==> config.mk <==
export PLATFORM = sky130hd
export DESIGN_NAME = desc64_frontend_top
export DESIGN_NICKNAME = d
export VERILOG_FILES = /design/src/logic/desc64_pkg.sv /design/src/logic/desc64_frontend_top.sv /design/src/logic/desc64_complete.sv /design/src/logic/desc64_fetch.sv /design/src/logic/desc64_mem_arbiter.sv /design/src/logic/desc64_fifo.sv
export SDC_FILE = /design/constraint.sdc
export NUM_CORES = 2
export LEC_CHECK = 0
export BUFFER_PORTS_ARGS = -buffer_cell sky130_fd_sc_hd__buf_2
export CAP_MARGIN = 20
export CELL_PAD_IN_SITES_DETAIL_PLACEMENT = 0
export CELL_PAD_IN_SITES_GLOBAL_PLACEMENT = 1
export CORE_ASPECT_RATIO = 1.1
export CORE_MARGIN = 3
export CORE_UTILIZATION = 56
export DETAILED_ROUTE_END_ITERATION = 10
export HOLD_SLACK_MARGIN = 0.08
export PLACE_DENSITY_LB_ADDON = 0.1
export SLEW_MARGIN = 5
export SYNTH_ARGS = -nofsm -noshare
export SYNTH_HDL_FRONTEND = slang
export SYNTH_SLANG_ARGS = --single-unit
==> constraint.sdc <==
create_clock -name clk_i -period 19 [get_ports clk_i]
set_clock_uncertainty 0.05 [all_clocks]
set_input_delay 2.85 -clock clk_i [delete_from_list [all_inputs] [get_ports clk_i]]
set_output_delay 2.85 -clock clk_i [all_outputs]
set_load 0.01 [all_outputs]
==> src/logic/desc64_pkg.sv <==
package desc64_pkg;

    // memory port and descriptor word width
    localparam int unsigned ADDR_W = 64;

    // next pointer that terminates a chain
    localparam logic [ADDR_W-1:0] ADDR_SENTINEL = {ADDR_W{1'b1}};

    // descriptor layout in memory
    // word 0 is {flags, length}, word 1 next, word 2 src, word 3 dst
    localparam int unsigned DESC_WORDS = 4;
    localparam int unsigned WORD_BYTES = 8;

    // fields inside the flags half of word 0
    localparam int unsigned FLAG_IRQ_BIT = 0;
    localparam int unsigned ID_LSB       = 16;
    localparam int unsigned ID_W         = 8;

    // queue sizes
    localparam int unsigned ADDR_FIFO_DEPTH    = 8;
    localparam int unsigned PENDING_FIFO_DEPTH = 8;

    // backend completions not yet matched to a pending descriptor
    localparam int unsigned DONE_CNT_W = 5;

    typedef enum logic [1:0] {
        FETCH_IDLE,
        FETCH_READ,
        FETCH_SUBMIT
    } fetch_state_e;

    typedef enum logic [1:0] {
        CPL_IDLE,
        CPL_WAIT,
        CPL_WRITE,
        CPL_IRQ
    } complete_state_e;

endpackage
==> src/logic/desc64_frontend_top.sv <==
`timescale 1ns/10ps

module desc64_frontend_top (
    input  logic                            clk_i,
    input  logic                            arst_n_i,
    input  logic [desc64_pkg::ADDR_W-1:0]   desc_addr_i,
    input  logic                            desc_valid_i,
    output logic                            desc_ready_o,
    output logic                            be_valid_o,
    output logic [desc64_pkg::ADDR_W-1:0]   be_src_o,
    output logic [desc64_pkg::ADDR_W-1:0]   be_dst_o,
    output logic [desc64_pkg::ADDR_W/2-1:0] be_len_o,
    output logic [desc64_pkg::ID_W-1:0]     be_id_o,
    input  logic                            be_ready_i,
    input  logic                            be_done_i,
    output logic                            mem_req_o,
    output logic                            mem_we_o,
    output logic [desc64_pkg::ADDR_W-1:0]   mem_addr_o,
    output logic [desc64_pkg::ADDR_W-1:0]   mem_wdata_o,
    input  logic                            mem_ready_i,
    input  logic [desc64_pkg::ADDR_W-1:0]   mem_rdata_i,
    output logic                            irq_o,
    output logic                            busy_o
);

    import desc64_pkg::*;

    // address queue to fetch stage
    logic [ADDR_W-1:0] aq_data;
    logic              aq_valid;
    logic              aq_ready;
    logic              aq_empty;

    // fetch stage to pending queue to completion stage
    logic [ADDR_W-1:0] push_addr;
    logic              push_irq;
    logic              push_valid;
    logic              push_ready;
    logic [ADDR_W:0]   pq_data;
    logic              pq_valid;
    logic              pq_ready;
    logic              pq_empty;

    // stage memory requests
    logic              fetch_mem_valid;
    logic [ADDR_W-1:0] fetch_mem_addr;
    logic              fetch_mem_ready;
    logic [ADDR_W-1:0] fetch_mem_rdata;
    logic              cpl_mem_valid;
    logic [ADDR_W-1:0] cpl_mem_addr;
    logic [ADDR_W-1:0] cpl_mem_wdata;
    logic              cpl_mem_ready;

    logic              fetch_idle;
    logic              cpl_idle;

    desc64_fifo #(
        .WIDTH(ADDR_W),
        .DEPTH(ADDR_FIFO_DEPTH)
    ) u_addr_fifo (
        .clk_i      (clk_i),
        .arst_n_i   (arst_n_i),
        .in_data_i  (desc_addr_i),
        .in_valid_i (desc_valid_i),
        .in_ready_o (desc_ready_o),
        .out_data_o (aq_data),
        .out_valid_o(aq_valid),
        .out_ready_i(aq_ready),
        .empty_o    (aq_empty)
    );

    desc64_fetch u_fetch (
        .clk_i       (clk_i),
        .arst_n_i    (arst_n_i),
        .addr_i      (aq_data),
        .addr_valid_i(aq_valid),
        .addr_ready_o(aq_ready),
        .mem_valid_o (fetch_mem_valid),
        .mem_addr_o  (fetch_mem_addr),
        .mem_ready_i (fetch_mem_ready),
        .mem_rdata_i (fetch_mem_rdata),
        .be_valid_o  (be_valid_o),
        .be_src_o    (be_src_o),
        .be_dst_o    (be_dst_o),
        .be_len_o    (be_len_o),
        .be_id_o     (be_id_o),
        .be_ready_i  (be_ready_i),
        .pend_addr_o (push_addr),
        .pend_irq_o  (push_irq),
        .pend_valid_o(push_valid),
        .pend_ready_i(push_ready),
        .idle_o      (fetch_idle)
    );

    // irq flag rides in the top bit
    desc64_fifo #(
        .WIDTH(ADDR_W + 1),
        .DEPTH(PENDING_FIFO_DEPTH)
    ) u_pending_fifo (
        .clk_i      (clk_i),
        .arst_n_i   (arst_n_i),
        .in_data_i  ({push_irq, push_addr}),
        .in_valid_i (push_valid),
        .in_ready_o (push_ready),
        .out_data_o (pq_data),
        .out_valid_o(pq_valid),
        .out_ready_i(pq_ready),
        .empty_o    (pq_empty)
    );

    desc64_complete u_complete (
        .clk_i       (clk_i),
        .arst_n_i    (arst_n_i),
        .pend_addr_i (pq_data[ADDR_W-1:0]),
        .pend_irq_i  (pq_data[ADDR_W]),
        .pend_valid_i(pq_valid),
        .pend_ready_o(pq_ready),
        .done_i      (be_done_i),
        .mem_valid_o (cpl_mem_valid),
        .mem_addr_o  (cpl_mem_addr),
        .mem_wdata_o (cpl_mem_wdata),
        .mem_ready_i (cpl_mem_ready),
        .irq_o       (irq_o),
        .idle_o      (cpl_idle)
    );

    desc64_mem_arbiter u_mem_arbiter (
        .clk_i        (clk_i),
        .arst_n_i     (arst_n_i),
        .fetch_valid_i(fetch_mem_valid),
        .fetch_addr_i (fetch_mem_addr),
        .fetch_ready_o(fetch_mem_ready),
        .fetch_rdata_o(fetch_mem_rdata),
        .cpl_valid_i  (cpl_mem_valid),
        .cpl_addr_i   (cpl_mem_addr),
        .cpl_wdata_i  (cpl_mem_wdata),
        .cpl_ready_o  (cpl_mem_ready),
        .mem_req_o    (mem_req_o),
        .mem_we_o     (mem_we_o),
        .mem_addr_o   (mem_addr_o),
        .mem_wdata_o  (mem_wdata_o),
        .mem_ready_i  (mem_ready_i),
        .mem_rdata_i  (mem_rdata_i)
    );

    assign busy_o = !fetch_idle || !cpl_idle || !aq_empty || !pq_empty;

endmodule

==> src/logic/desc64_complete.sv <==
`timescale 1ns/10ps

module desc64_complete (
    input  logic                          clk_i,
    input  logic                          arst_n_i,
    input  logic [desc64_pkg::ADDR_W-1:0] pend_addr_i,
    input  logic                          pend_irq_i,
    input  logic                          pend_valid_i,
    output logic                          pend_ready_o,
    input  logic                          done_i,
    output logic                          mem_valid_o,
    output logic [desc64_pkg::ADDR_W-1:0] mem_addr_o,
    output logic [desc64_pkg::ADDR_W-1:0] mem_wdata_o,
    input  logic                          mem_ready_i,
    output logic                          irq_o,
    output logic                          idle_o
);

    import desc64_pkg::*;

    complete_state_e     state_q;
    logic [DONE_CNT_W-1:0] done_cnt_q;
    logic                cnt_dec;
    logic [ADDR_W-1:0]   addr_q;
    logic                irq_q;

    assign pend_ready_o = state_q == CPL_IDLE;
    assign idle_o       = state_q == CPL_IDLE;
    assign mem_valid_o  = state_q == CPL_WRITE;
    assign mem_addr_o   = addr_q;
    // all ones over flags and length marks the descriptor as done
    assign mem_wdata_o  = {ADDR_W{1'b1}};
    assign irq_o        = state_q == CPL_IRQ;

    assign cnt_dec = (state_q == CPL_WAIT) && (done_cnt_q != '0);

    // done pulses may arrive before their descriptor reaches this stage
    always_ff @(posedge clk_i or negedge arst_n_i) begin
        if (!arst_n_i) begin
            done_cnt_q <= '0;
        end else begin
            done_cnt_q <= done_cnt_q + DONE_CNT_W'(done_i) - DONE_CNT_W'(cnt_dec);
        end
    end

    always_ff @(posedge clk_i or negedge arst_n_i) begin
        if (!arst_n_i) begin
            state_q <= CPL_IDLE;
        end else begin
            case (state_q)
                CPL_IDLE: begin
                    if (pend_valid_i) begin
                        state_q <= CPL_WAIT;
                    end
                end
                CPL_WAIT: begin
                    if (cnt_dec) begin
                        state_q <= CPL_WRITE;
                    end
                end
                CPL_WRITE: begin
                    if (mem_ready_i) begin
                        state_q <= irq_q ? CPL_IRQ : CPL_IDLE;
                    end
                end
                CPL_IRQ: begin
                    state_q <= CPL_IDLE;
                end
                default: begin
                    state_q <= CPL_IDLE;
                end
            endcase
        end
    end

    always_ff @(posedge clk_i) begin
        if (pend_ready_o && pend_valid_i) begin
            addr_q <= pend_addr_i;
            irq_q  <= pend_irq_i;
        end
    end

    // a full counter must not take another completion without draining one
    assert property (@(posedge clk_i) disable iff (!arst_n_i)
        !(done_cnt_q == {DONE_CNT_W{1'b1}} && done_i && !cnt_dec));

endmodule

==> src/logic/desc64_fetch.sv <==
`timescale 1ns/10ps

module desc64_fetch (
    input  logic                                clk_i,
    input  logic                                arst_n_i,
    input  logic [desc64_pkg::ADDR_W-1:0]       addr_i,
    input  logic                                addr_valid_i,
    output logic                                addr_ready_o,
    output logic                                mem_valid_o,
    output logic [desc64_pkg::ADDR_W-1:0]       mem_addr_o,
    input  logic                                mem_ready_i,
    input  logic [desc64_pkg::ADDR_W-1:0]       mem_rdata_i,
    output logic                                be_valid_o,
    output logic [desc64_pkg::ADDR_W-1:0]       be_src_o,
    output logic [desc64_pkg::ADDR_W-1:0]       be_dst_o,
    output logic [desc64_pkg::ADDR_W/2-1:0]     be_len_o,
    output logic [desc64_pkg::ID_W-1:0]         be_id_o,
    input  logic                                be_ready_i,
    output logic [desc64_pkg::ADDR_W-1:0]       pend_addr_o,
    output logic                                pend_irq_o,
    output logic                                pend_valid_o,
    input  logic                                pend_ready_i,
    output logic                                idle_o
);

    import desc64_pkg::*;

    fetch_state_e      state_q;
    logic [1:0]        word_cnt_q;
    logic              be_valid_q;
    logic              pend_valid_q;
    logic [ADDR_W-1:0] base_q;
    logic [ADDR_W-1:0] next_q;
    logic [ADDR_W-1:0] src_q;
    logic [ADDR_W-1:0] dst_q;
    logic [ADDR_W/2-1:0] len_q;
    logic [ID_W-1:0]   id_q;
    logic              irq_q;
    logic              last_word;
    logic              submit_done;

    assign addr_ready_o = state_q == FETCH_IDLE;
    assign idle_o       = state_q == FETCH_IDLE;
    assign mem_valid_o  = state_q == FETCH_READ;
    assign mem_addr_o   = base_q + ADDR_W'(word_cnt_q) * WORD_BYTES;
    assign last_word    = word_cnt_q == 2'(DESC_WORDS - 1);

    // both handshakes may land in any order, each flag only waits on its own ready
    assign submit_done = (!be_valid_q || be_ready_i) && (!pend_valid_q || pend_ready_i);

    always_ff @(posedge clk_i or negedge arst_n_i) begin
        if (!arst_n_i) begin
            state_q      <= FETCH_IDLE;
            word_cnt_q   <= '0;
            be_valid_q   <= 1'b0;
            pend_valid_q <= 1'b0;
        end else begin
            case (state_q)
                FETCH_IDLE: begin
                    if (addr_valid_i) begin
                        word_cnt_q <= '0;
                        state_q    <= FETCH_READ;
                    end
                end
                FETCH_READ: begin
                    if (mem_ready_i) begin
                        word_cnt_q <= word_cnt_q + 1'b1;
                        if (last_word) begin
                            be_valid_q   <= 1'b1;
                            pend_valid_q <= 1'b1;
                            state_q      <= FETCH_SUBMIT;
                        end
                    end
                end
                FETCH_SUBMIT: begin
                    if (be_ready_i) begin
                        be_valid_q <= 1'b0;
                    end
                    if (pend_ready_i) begin
                        pend_valid_q <= 1'b0;
                    end
                    if (submit_done) begin
                        word_cnt_q <= '0;
                        state_q    <= (next_q == ADDR_SENTINEL) ? FETCH_IDLE : FETCH_READ;
                    end
                end
                default: begin
                    state_q <= FETCH_IDLE;
                end
            endcase
        end
    end

    always_ff @(posedge clk_i) begin
        if (addr_ready_o && addr_valid_i) begin
            base_q <= addr_i;
        end else if (state_q == FETCH_SUBMIT && submit_done) begin
            // walk the chain
            base_q <= next_q;
        end
        if (mem_valid_o && mem_ready_i) begin
            case (word_cnt_q)
                2'd0: begin
                    len_q <= mem_rdata_i[ADDR_W/2-1:0];
                    id_q  <= mem_rdata_i[ADDR_W/2 + ID_LSB +: ID_W];
                    irq_q <= mem_rdata_i[ADDR_W/2 + FLAG_IRQ_BIT];
                end
                2'd1: next_q <= mem_rdata_i;
                2'd2: src_q  <= mem_rdata_i;
                default: dst_q <= mem_rdata_i;
            endcase
        end
    end

    assign be_valid_o   = be_valid_q;
    assign be_src_o     = src_q;
    assign be_dst_o     = dst_q;
    assign be_len_o     = len_q;
    assign be_id_o      = id_q;
    assign pend_valid_o = pend_valid_q;
    assign pend_addr_o  = base_q;
    assign pend_irq_o   = irq_q;

    // a stalled burst request holds its payload until the backend takes it
    assert property (@(posedge clk_i) disable iff (!arst_n_i)
        be_valid_o && !be_ready_i |=>
            be_valid_o && $stable(be_src_o) && $stable(be_dst_o)
            && $stable(be_len_o) && $stable(be_id_o));

endmodule

==> src/logic/desc64_mem_arbiter.sv <==
`timescale 1ns/10ps

module desc64_mem_arbiter (
    input  logic                          clk_i,
    input  logic                          arst_n_i,
    input  logic                          fetch_valid_i,
    input  logic [desc64_pkg::ADDR_W-1:0] fetch_addr_i,
    output logic                          fetch_ready_o,
    output logic [desc64_pkg::ADDR_W-1:0] fetch_rdata_o,
    input  logic                          cpl_valid_i,
    input  logic [desc64_pkg::ADDR_W-1:0] cpl_addr_i,
    input  logic [desc64_pkg::ADDR_W-1:0] cpl_wdata_i,
    output logic                          cpl_ready_o,
    output logic                          mem_req_o,
    output logic                          mem_we_o,
    output logic [desc64_pkg::ADDR_W-1:0] mem_addr_o,
    output logic [desc64_pkg::ADDR_W-1:0] mem_wdata_o,
    input  logic                          mem_ready_i,
    input  logic [desc64_pkg::ADDR_W-1:0] mem_rdata_i
);

    import desc64_pkg::*;

    logic locked_q;
    logic grant_cpl_q;
    logic grant_cpl;

    // completion wins on a free port, an open access keeps its owner
    assign grant_cpl = locked_q ? grant_cpl_q : cpl_valid_i;

    assign mem_req_o     = grant_cpl ? cpl_valid_i : fetch_valid_i;
    assign mem_we_o      = grant_cpl;
    assign mem_addr_o    = grant_cpl ? cpl_addr_i : fetch_addr_i;
    assign mem_wdata_o   = grant_cpl ? cpl_wdata_i : '0;
    assign fetch_ready_o = !grant_cpl && mem_ready_i;
    assign cpl_ready_o   = grant_cpl && mem_ready_i;
    assign fetch_rdata_o = grant_cpl ? {ADDR_W{1'b0}} : mem_rdata_i;

    always_ff @(posedge clk_i or negedge arst_n_i) begin
        if (!arst_n_i) begin
            locked_q    <= 1'b0;
            grant_cpl_q <= 1'b0;
        end else if (mem_req_o) begin
            locked_q    <= !mem_ready_i;
            grant_cpl_q <= grant_cpl;
        end
    end

    // an open access keeps its owner and its address until mem_ready_i
    assert property (@(posedge clk_i) disable iff (!arst_n_i)
        mem_req_o && !mem_ready_i |=>
            mem_req_o && $stable(grant_cpl) && $stable(mem_addr_o));

endmodule

==> src/logic/desc64_fifo.sv <==
`timescale 1ns/10ps

module desc64_fifo #(
    parameter int unsigned WIDTH = 64,
    parameter int unsigned DEPTH = 8
) (
    input  logic             clk_i,
    input  logic             arst_n_i,
    input  logic [WIDTH-1:0] in_data_i,
    input  logic             in_valid_i,
    output logic             in_ready_o,
    output logic [WIDTH-1:0] out_data_o,
    output logic             out_valid_o,
    input  logic             out_ready_i,
    output logic             empty_o
);

    localparam int unsigned PTR_W = (DEPTH > 1) ? $clog2(DEPTH) : 1;
    localparam int unsigned CNT_W = $clog2(DEPTH + 1);

    logic [WIDTH-1:0] mem_q [DEPTH];
    logic [PTR_W-1:0] wr_ptr_q;
    logic [PTR_W-1:0] rd_ptr_q;
    logic [CNT_W-1:0] count_q;
    logic             push;
    logic             pop;

    assign in_ready_o  = count_q != CNT_W'(DEPTH);
    assign out_valid_o = count_q != '0;
    assign empty_o     = count_q == '0;
    // head word is visible without a read cycle
    assign out_data_o  = mem_q[rd_ptr_q];

    assign push = in_valid_i && in_ready_o;
    assign pop  = out_valid_o && out_ready_i;

    always_ff @(posedge clk_i or negedge arst_n_i) begin
        if (!arst_n_i) begin
            wr_ptr_q <= '0;
            rd_ptr_q <= '0;
            count_q  <= '0;
        end else begin
            if (push) begin
                wr_ptr_q <= (wr_ptr_q == PTR_W'(DEPTH - 1)) ? '0 : wr_ptr_q + 1'b1;
            end
            if (pop) begin
                rd_ptr_q <= (rd_ptr_q == PTR_W'(DEPTH - 1)) ? '0 : rd_ptr_q + 1'b1;
            end
            count_q <= count_q + CNT_W'(push) - CNT_W'(pop);
        end
    end

    always_ff @(posedge clk_i) begin
        if (push) begin
            mem_q[wr_ptr_q] <= in_data_i;
        end
    end

    // a push never lands on the unread head
    assert property (@(posedge clk_i) disable iff (!arst_n_i)
        push && !empty_o |-> wr_ptr_q != rd_ptr_q);

    // a stalled head word holds until it is popped
    assert property (@(posedge clk_i) disable iff (!arst_n_i)
        out_valid_o && !out_ready_i |=> out_valid_o && $stable(out_data_o));

endmodule

==> impl_metrics.yaml <==
synth:
  async_reset_ff_share_pct: 2.45
  ys_types: 52
  synth-seq-cells: 1429
  post_synth.cell_area_avg_um2: 20.0
  syn_area_mm2: 0.0554
  synth_edf_count: 1394
  synthFlopType: "edfxtp_1"
  yosysSeqAreaShare_pct: 77.2
  synth_area_leaders: "edfxtp_1 76%, mux4_2 10%, dfrtp_1 1.6%, mux2_2 1.4%, mux2i_1 1.3%"
  syn_nets: 2942
  yosys.area.top_type: "edfxtp_1"
  synth_warnings: 0
  netlist_instances: 2771
  synth_top_area_share_pct: 75.6
placement:
  dp.cells: 4346
  dpl_cell_area_mm2: 0.0587
  numPortBuffers: 435
  gp_congestion: 0.825
  dp_hpwl_um: 79900
floorplan:
  die_x_um: 306
  initial_utilization_pct: 56.7
  num_rows: 120
  fp.coreArea_mm2: 0.0977
  dieArea_mm2: 0.103
  die_h_um: 336
  ios: 436
clock_network:
  post_cts_buffers: 0
  postCtsResizedCells: 0
  cts_buffers: 142
  clock_sinks: 1429
  clkTransAtPathRegs_ns: 0.06
  clk_latency_ns: 0.74
  cts_tree: "done"
  cts_buffer_depth: 3
  h-tree-depth: 4
  holdBufCountCts: 0
  cts_root_buf: "clkbuf_16"
route:
  wl_um: 130000
  first_pass_iters: 5
  drtAntennaViolNets: 0
  drc: 0
  wl_per_cell_um: 28.3
  drt-initial-drc-count: 2416
  via_count: 27800
  vias_per_cell: 6.02
setup_path:
  path_class: "register to output pin"
  cp.required_ns: 16.10
  critical-path-top-delay-family: "simple AND/OR/NAND/NOR gates"
  path_cells: "ha_1, inv_1, fa_1, nand4b_1, or4_4, or2_0, buf_4, or4_1, a31oi_1, buf_2"
  reg2reg_slack_ns: 15.27
  path_buf_inv: 3
  critical-path-max-stage-delay_ns: 0.61
  cp-start-kind: "register"
  end_kind: "output pin"
  cp_max_fo: 18
  arrival_ns: 4.25
  crit_slowest_cell: "or4_4"
sta:
  drv_slew: 0
  finalCritPeriodShare_pct: 37.6
  finalSetupViolations: 0
  hold_slack_ns: 0.496
  period_minus_slack_ns: 7.15
  setup_tns_ns: 0
  worst_slew_pin_slew_ns: 1.08
  rsz0062_at_grt: "false"
  finalHoldViolations: 0
  maxSlewHeadroom_pct: 27.2
  fmax_ghz: 0.140
power:
  ir_worst_vdd_v: 0.000123
  p_per_area_mw_per_mm2: 166
  total_power_w: 0.0105
  p_leak_nw: 21.3
finish:
  syn2layout_area_growth_pct: 14.3
  design_area_mm2: 0.0633
  stdcell_count: 4613
  drive_gt1_share_pct: 31.6
  nets: 3384
global_route:
  overflow: 0
  grt_pass1_wl_um: 191000
  grt_max_degree: 128
  antenna_found_initial: 27
  grt_usage_pct: 25.6
  grt_pass1_vias: 28400
worst_hold_path:
  hold_class: "register to register"
run_status:
  status: "finished, final reports clean"
job:
  maxCapViolations: 0
## cell type report
cell class                 instances  area, um^2
tap                             1281        1600
clock buffer                     182        3910
clock inverter                    69         592
fill                            6600       34400
multi-input combinational       1120       11700
inverter                          39         149
sequential                      1429       42800
timing repair buffer             481        2610
antenna                           12        30.0
## metrics by stage
stage / setup WS, ns / util [%]
floorplan: 9.21 / -
global placement: 12.72 / 60.0
detailed placement: 12.60 / 60.0
CTS: 11.81 / 64.7
global route: 11.63 / 64.8
finish: 11.85 / 64.8
## cell families (layout without fill, tap and decap cells)
logic type | count (synthesis) | in the layout | share of synthesized area, %
fa+ha+maj | 37 | 37 | 0.890
compound gates | 168 | 168 | 1.70
mux | 399 | 399 | 13.2
other cells | 0 | 12 | 0
buf+inv | 222 | 771 | 1.99
simple gates | 474 | 474 | 4.39
xor+xnor | 42 | 42 | 0.664
flops | 1429 | 1429 | 77.2
## power by group
group	internal, W	switching [W]	leakage [nW]
Combinational	0.00118	0.00170	5.96
Sequential	0.00442	0.000478	13.1
Clock	0.00158	0.00114	2.21
Total	0.00717	0.00331	21.3
## flip-flops by register name, indices dropped and copies added, names as in the netlist, 8 cells and up
signal / count
u_fetch.next_q: 64
u_addr_fifo.mem_q: 512
u_complete.mem_addr_o: 64
u_fetch.be_id_o: 8
u_pending_fifo.mem_q: 520
u_fetch.be_src_o: 64
u_fetch.be_len_o: 32
u_fetch.pend_addr_o: 64
u_fetch.be_dst_o: 64
## final timing paths
| path | from | end | cells past startpoint |
|---|---|---|---|
| setup reg to reg | u_complete.state_q[0]$_DFFE_PN0P_ | u_fetch.next_q[35]$_DFFE_PP_ | 5 |
| hold reg to reg | u_fetch.pend_valid_o$_DFFE_PN0P_ | u_fetch.pend_valid_o$_DFFE_PN0P_ | 1 |
| min in group asynchronous | arst_n_i | u_complete.done_cnt_q[0]$_DFF_PN0_ | 1 |
| hold / removal | u_fetch.pend_valid_o$_DFFE_PN0P_ | u_fetch.pend_valid_o$_DFFE_PN0P_ | 1 |
| max in group asynchronous | arst_n_i | u_addr_fifo.rd_ptr_q[0]$_DFFE_PN0P_ | 1 |
| setup / recovery | u_fetch.pend_addr_o[3]$_DFFE_PP_ | mem_addr_o[57] | 10 |
## synthesized netlist by cell type, types with 8 or more instances
cell type	number
nor2_1	45
nand3_1	41
edfxtp_1	1394
and3_1	13
xor2_1	16
ha_1	33
nor3_1	20
clkbuf_1	81
o21ai_0	113
and2_1	78
or3_1	8
nor4_1	23
a31oi_1	16
mux2_2	70
or4_1	10
dfrtp_1	35
a21oi_1	10
buf_4	65
buf_2	9
mux2i_1	71
mux4_2	258
inv_1	39
buf_1	26
nand4_1	38
xnor2_1	26
nand2_1	163
nand2b_1	14
## placed cells by master (no fill, tap or decap), types with 6 or more instances in the layout
| master | instances |
|---|---|
| nand2_1 | 163 |
| ha_1 | 33 |
| nor2_1 | 35 |
| nand3_1 | 41 |
| buf_2 | 435 |
| clkbuf_1 | 27 |
| mux2_2 | 70 |
| nor2_4 | 10 |
| xnor2_1 | 26 |
| nor3_2 | 6 |
| buf_4 | 41 |
| o21ai_0 | 113 |
| o31ai_1 | 7 |
| mux2i_1 | 71 |
| inv_1 | 37 |
| clkbuf_16 | 149 |
| mux4_2 | 258 |
| a21o_1 | 7 |
| nor4_1 | 22 |
| or3_1 | 8 |
| inv_6 | 7 |
| nand4_1 | 38 |
| bufinv_16 | 9 |
| nand2b_1 | 13 |
| dfrtp_1 | 29 |
| nor3_1 | 14 |
| edfxtp_1 | 1394 |
| clkinv_1 | 20 |
| and3_1 | 13 |
| or4_1 | 10 |
| clkinv_2 | 26 |
| clkbuf_8 | 6 |
| xor2_1 | 16 |
| and2_1 | 74 |
| a31oi_1 | 16 |
| a21oi_1 | 10 |
| diode_2 | 12 |
## per-layer routing
| metal | global-route usage, % | vias up | wire, um | share of wire [%] |
|---|---|---|---|---|
| li1 | - | 12000 | - | - |
| met1 | 35.5 | 14600 | 53100 | 41 |
| met2 | 42.2 | 1019 | 65700 | 50 |
| met3 | 4.90 | 199 | 8450 | 6.5 |
| met4 | 7.57 | 16 | 3210 | 2.5 |
| met5 | 0 | - | 102 | 0.078 |
## worst register-to-register path, cell delays in order (launching register included)
cell	delay, ns
dfrtp_1	0.42
nand2b_1	0.26
o21a_4	0.60
buf_4	0.75
and3_1	0.41
and2_4	0.83
Power figures use the tool's default switching activity.
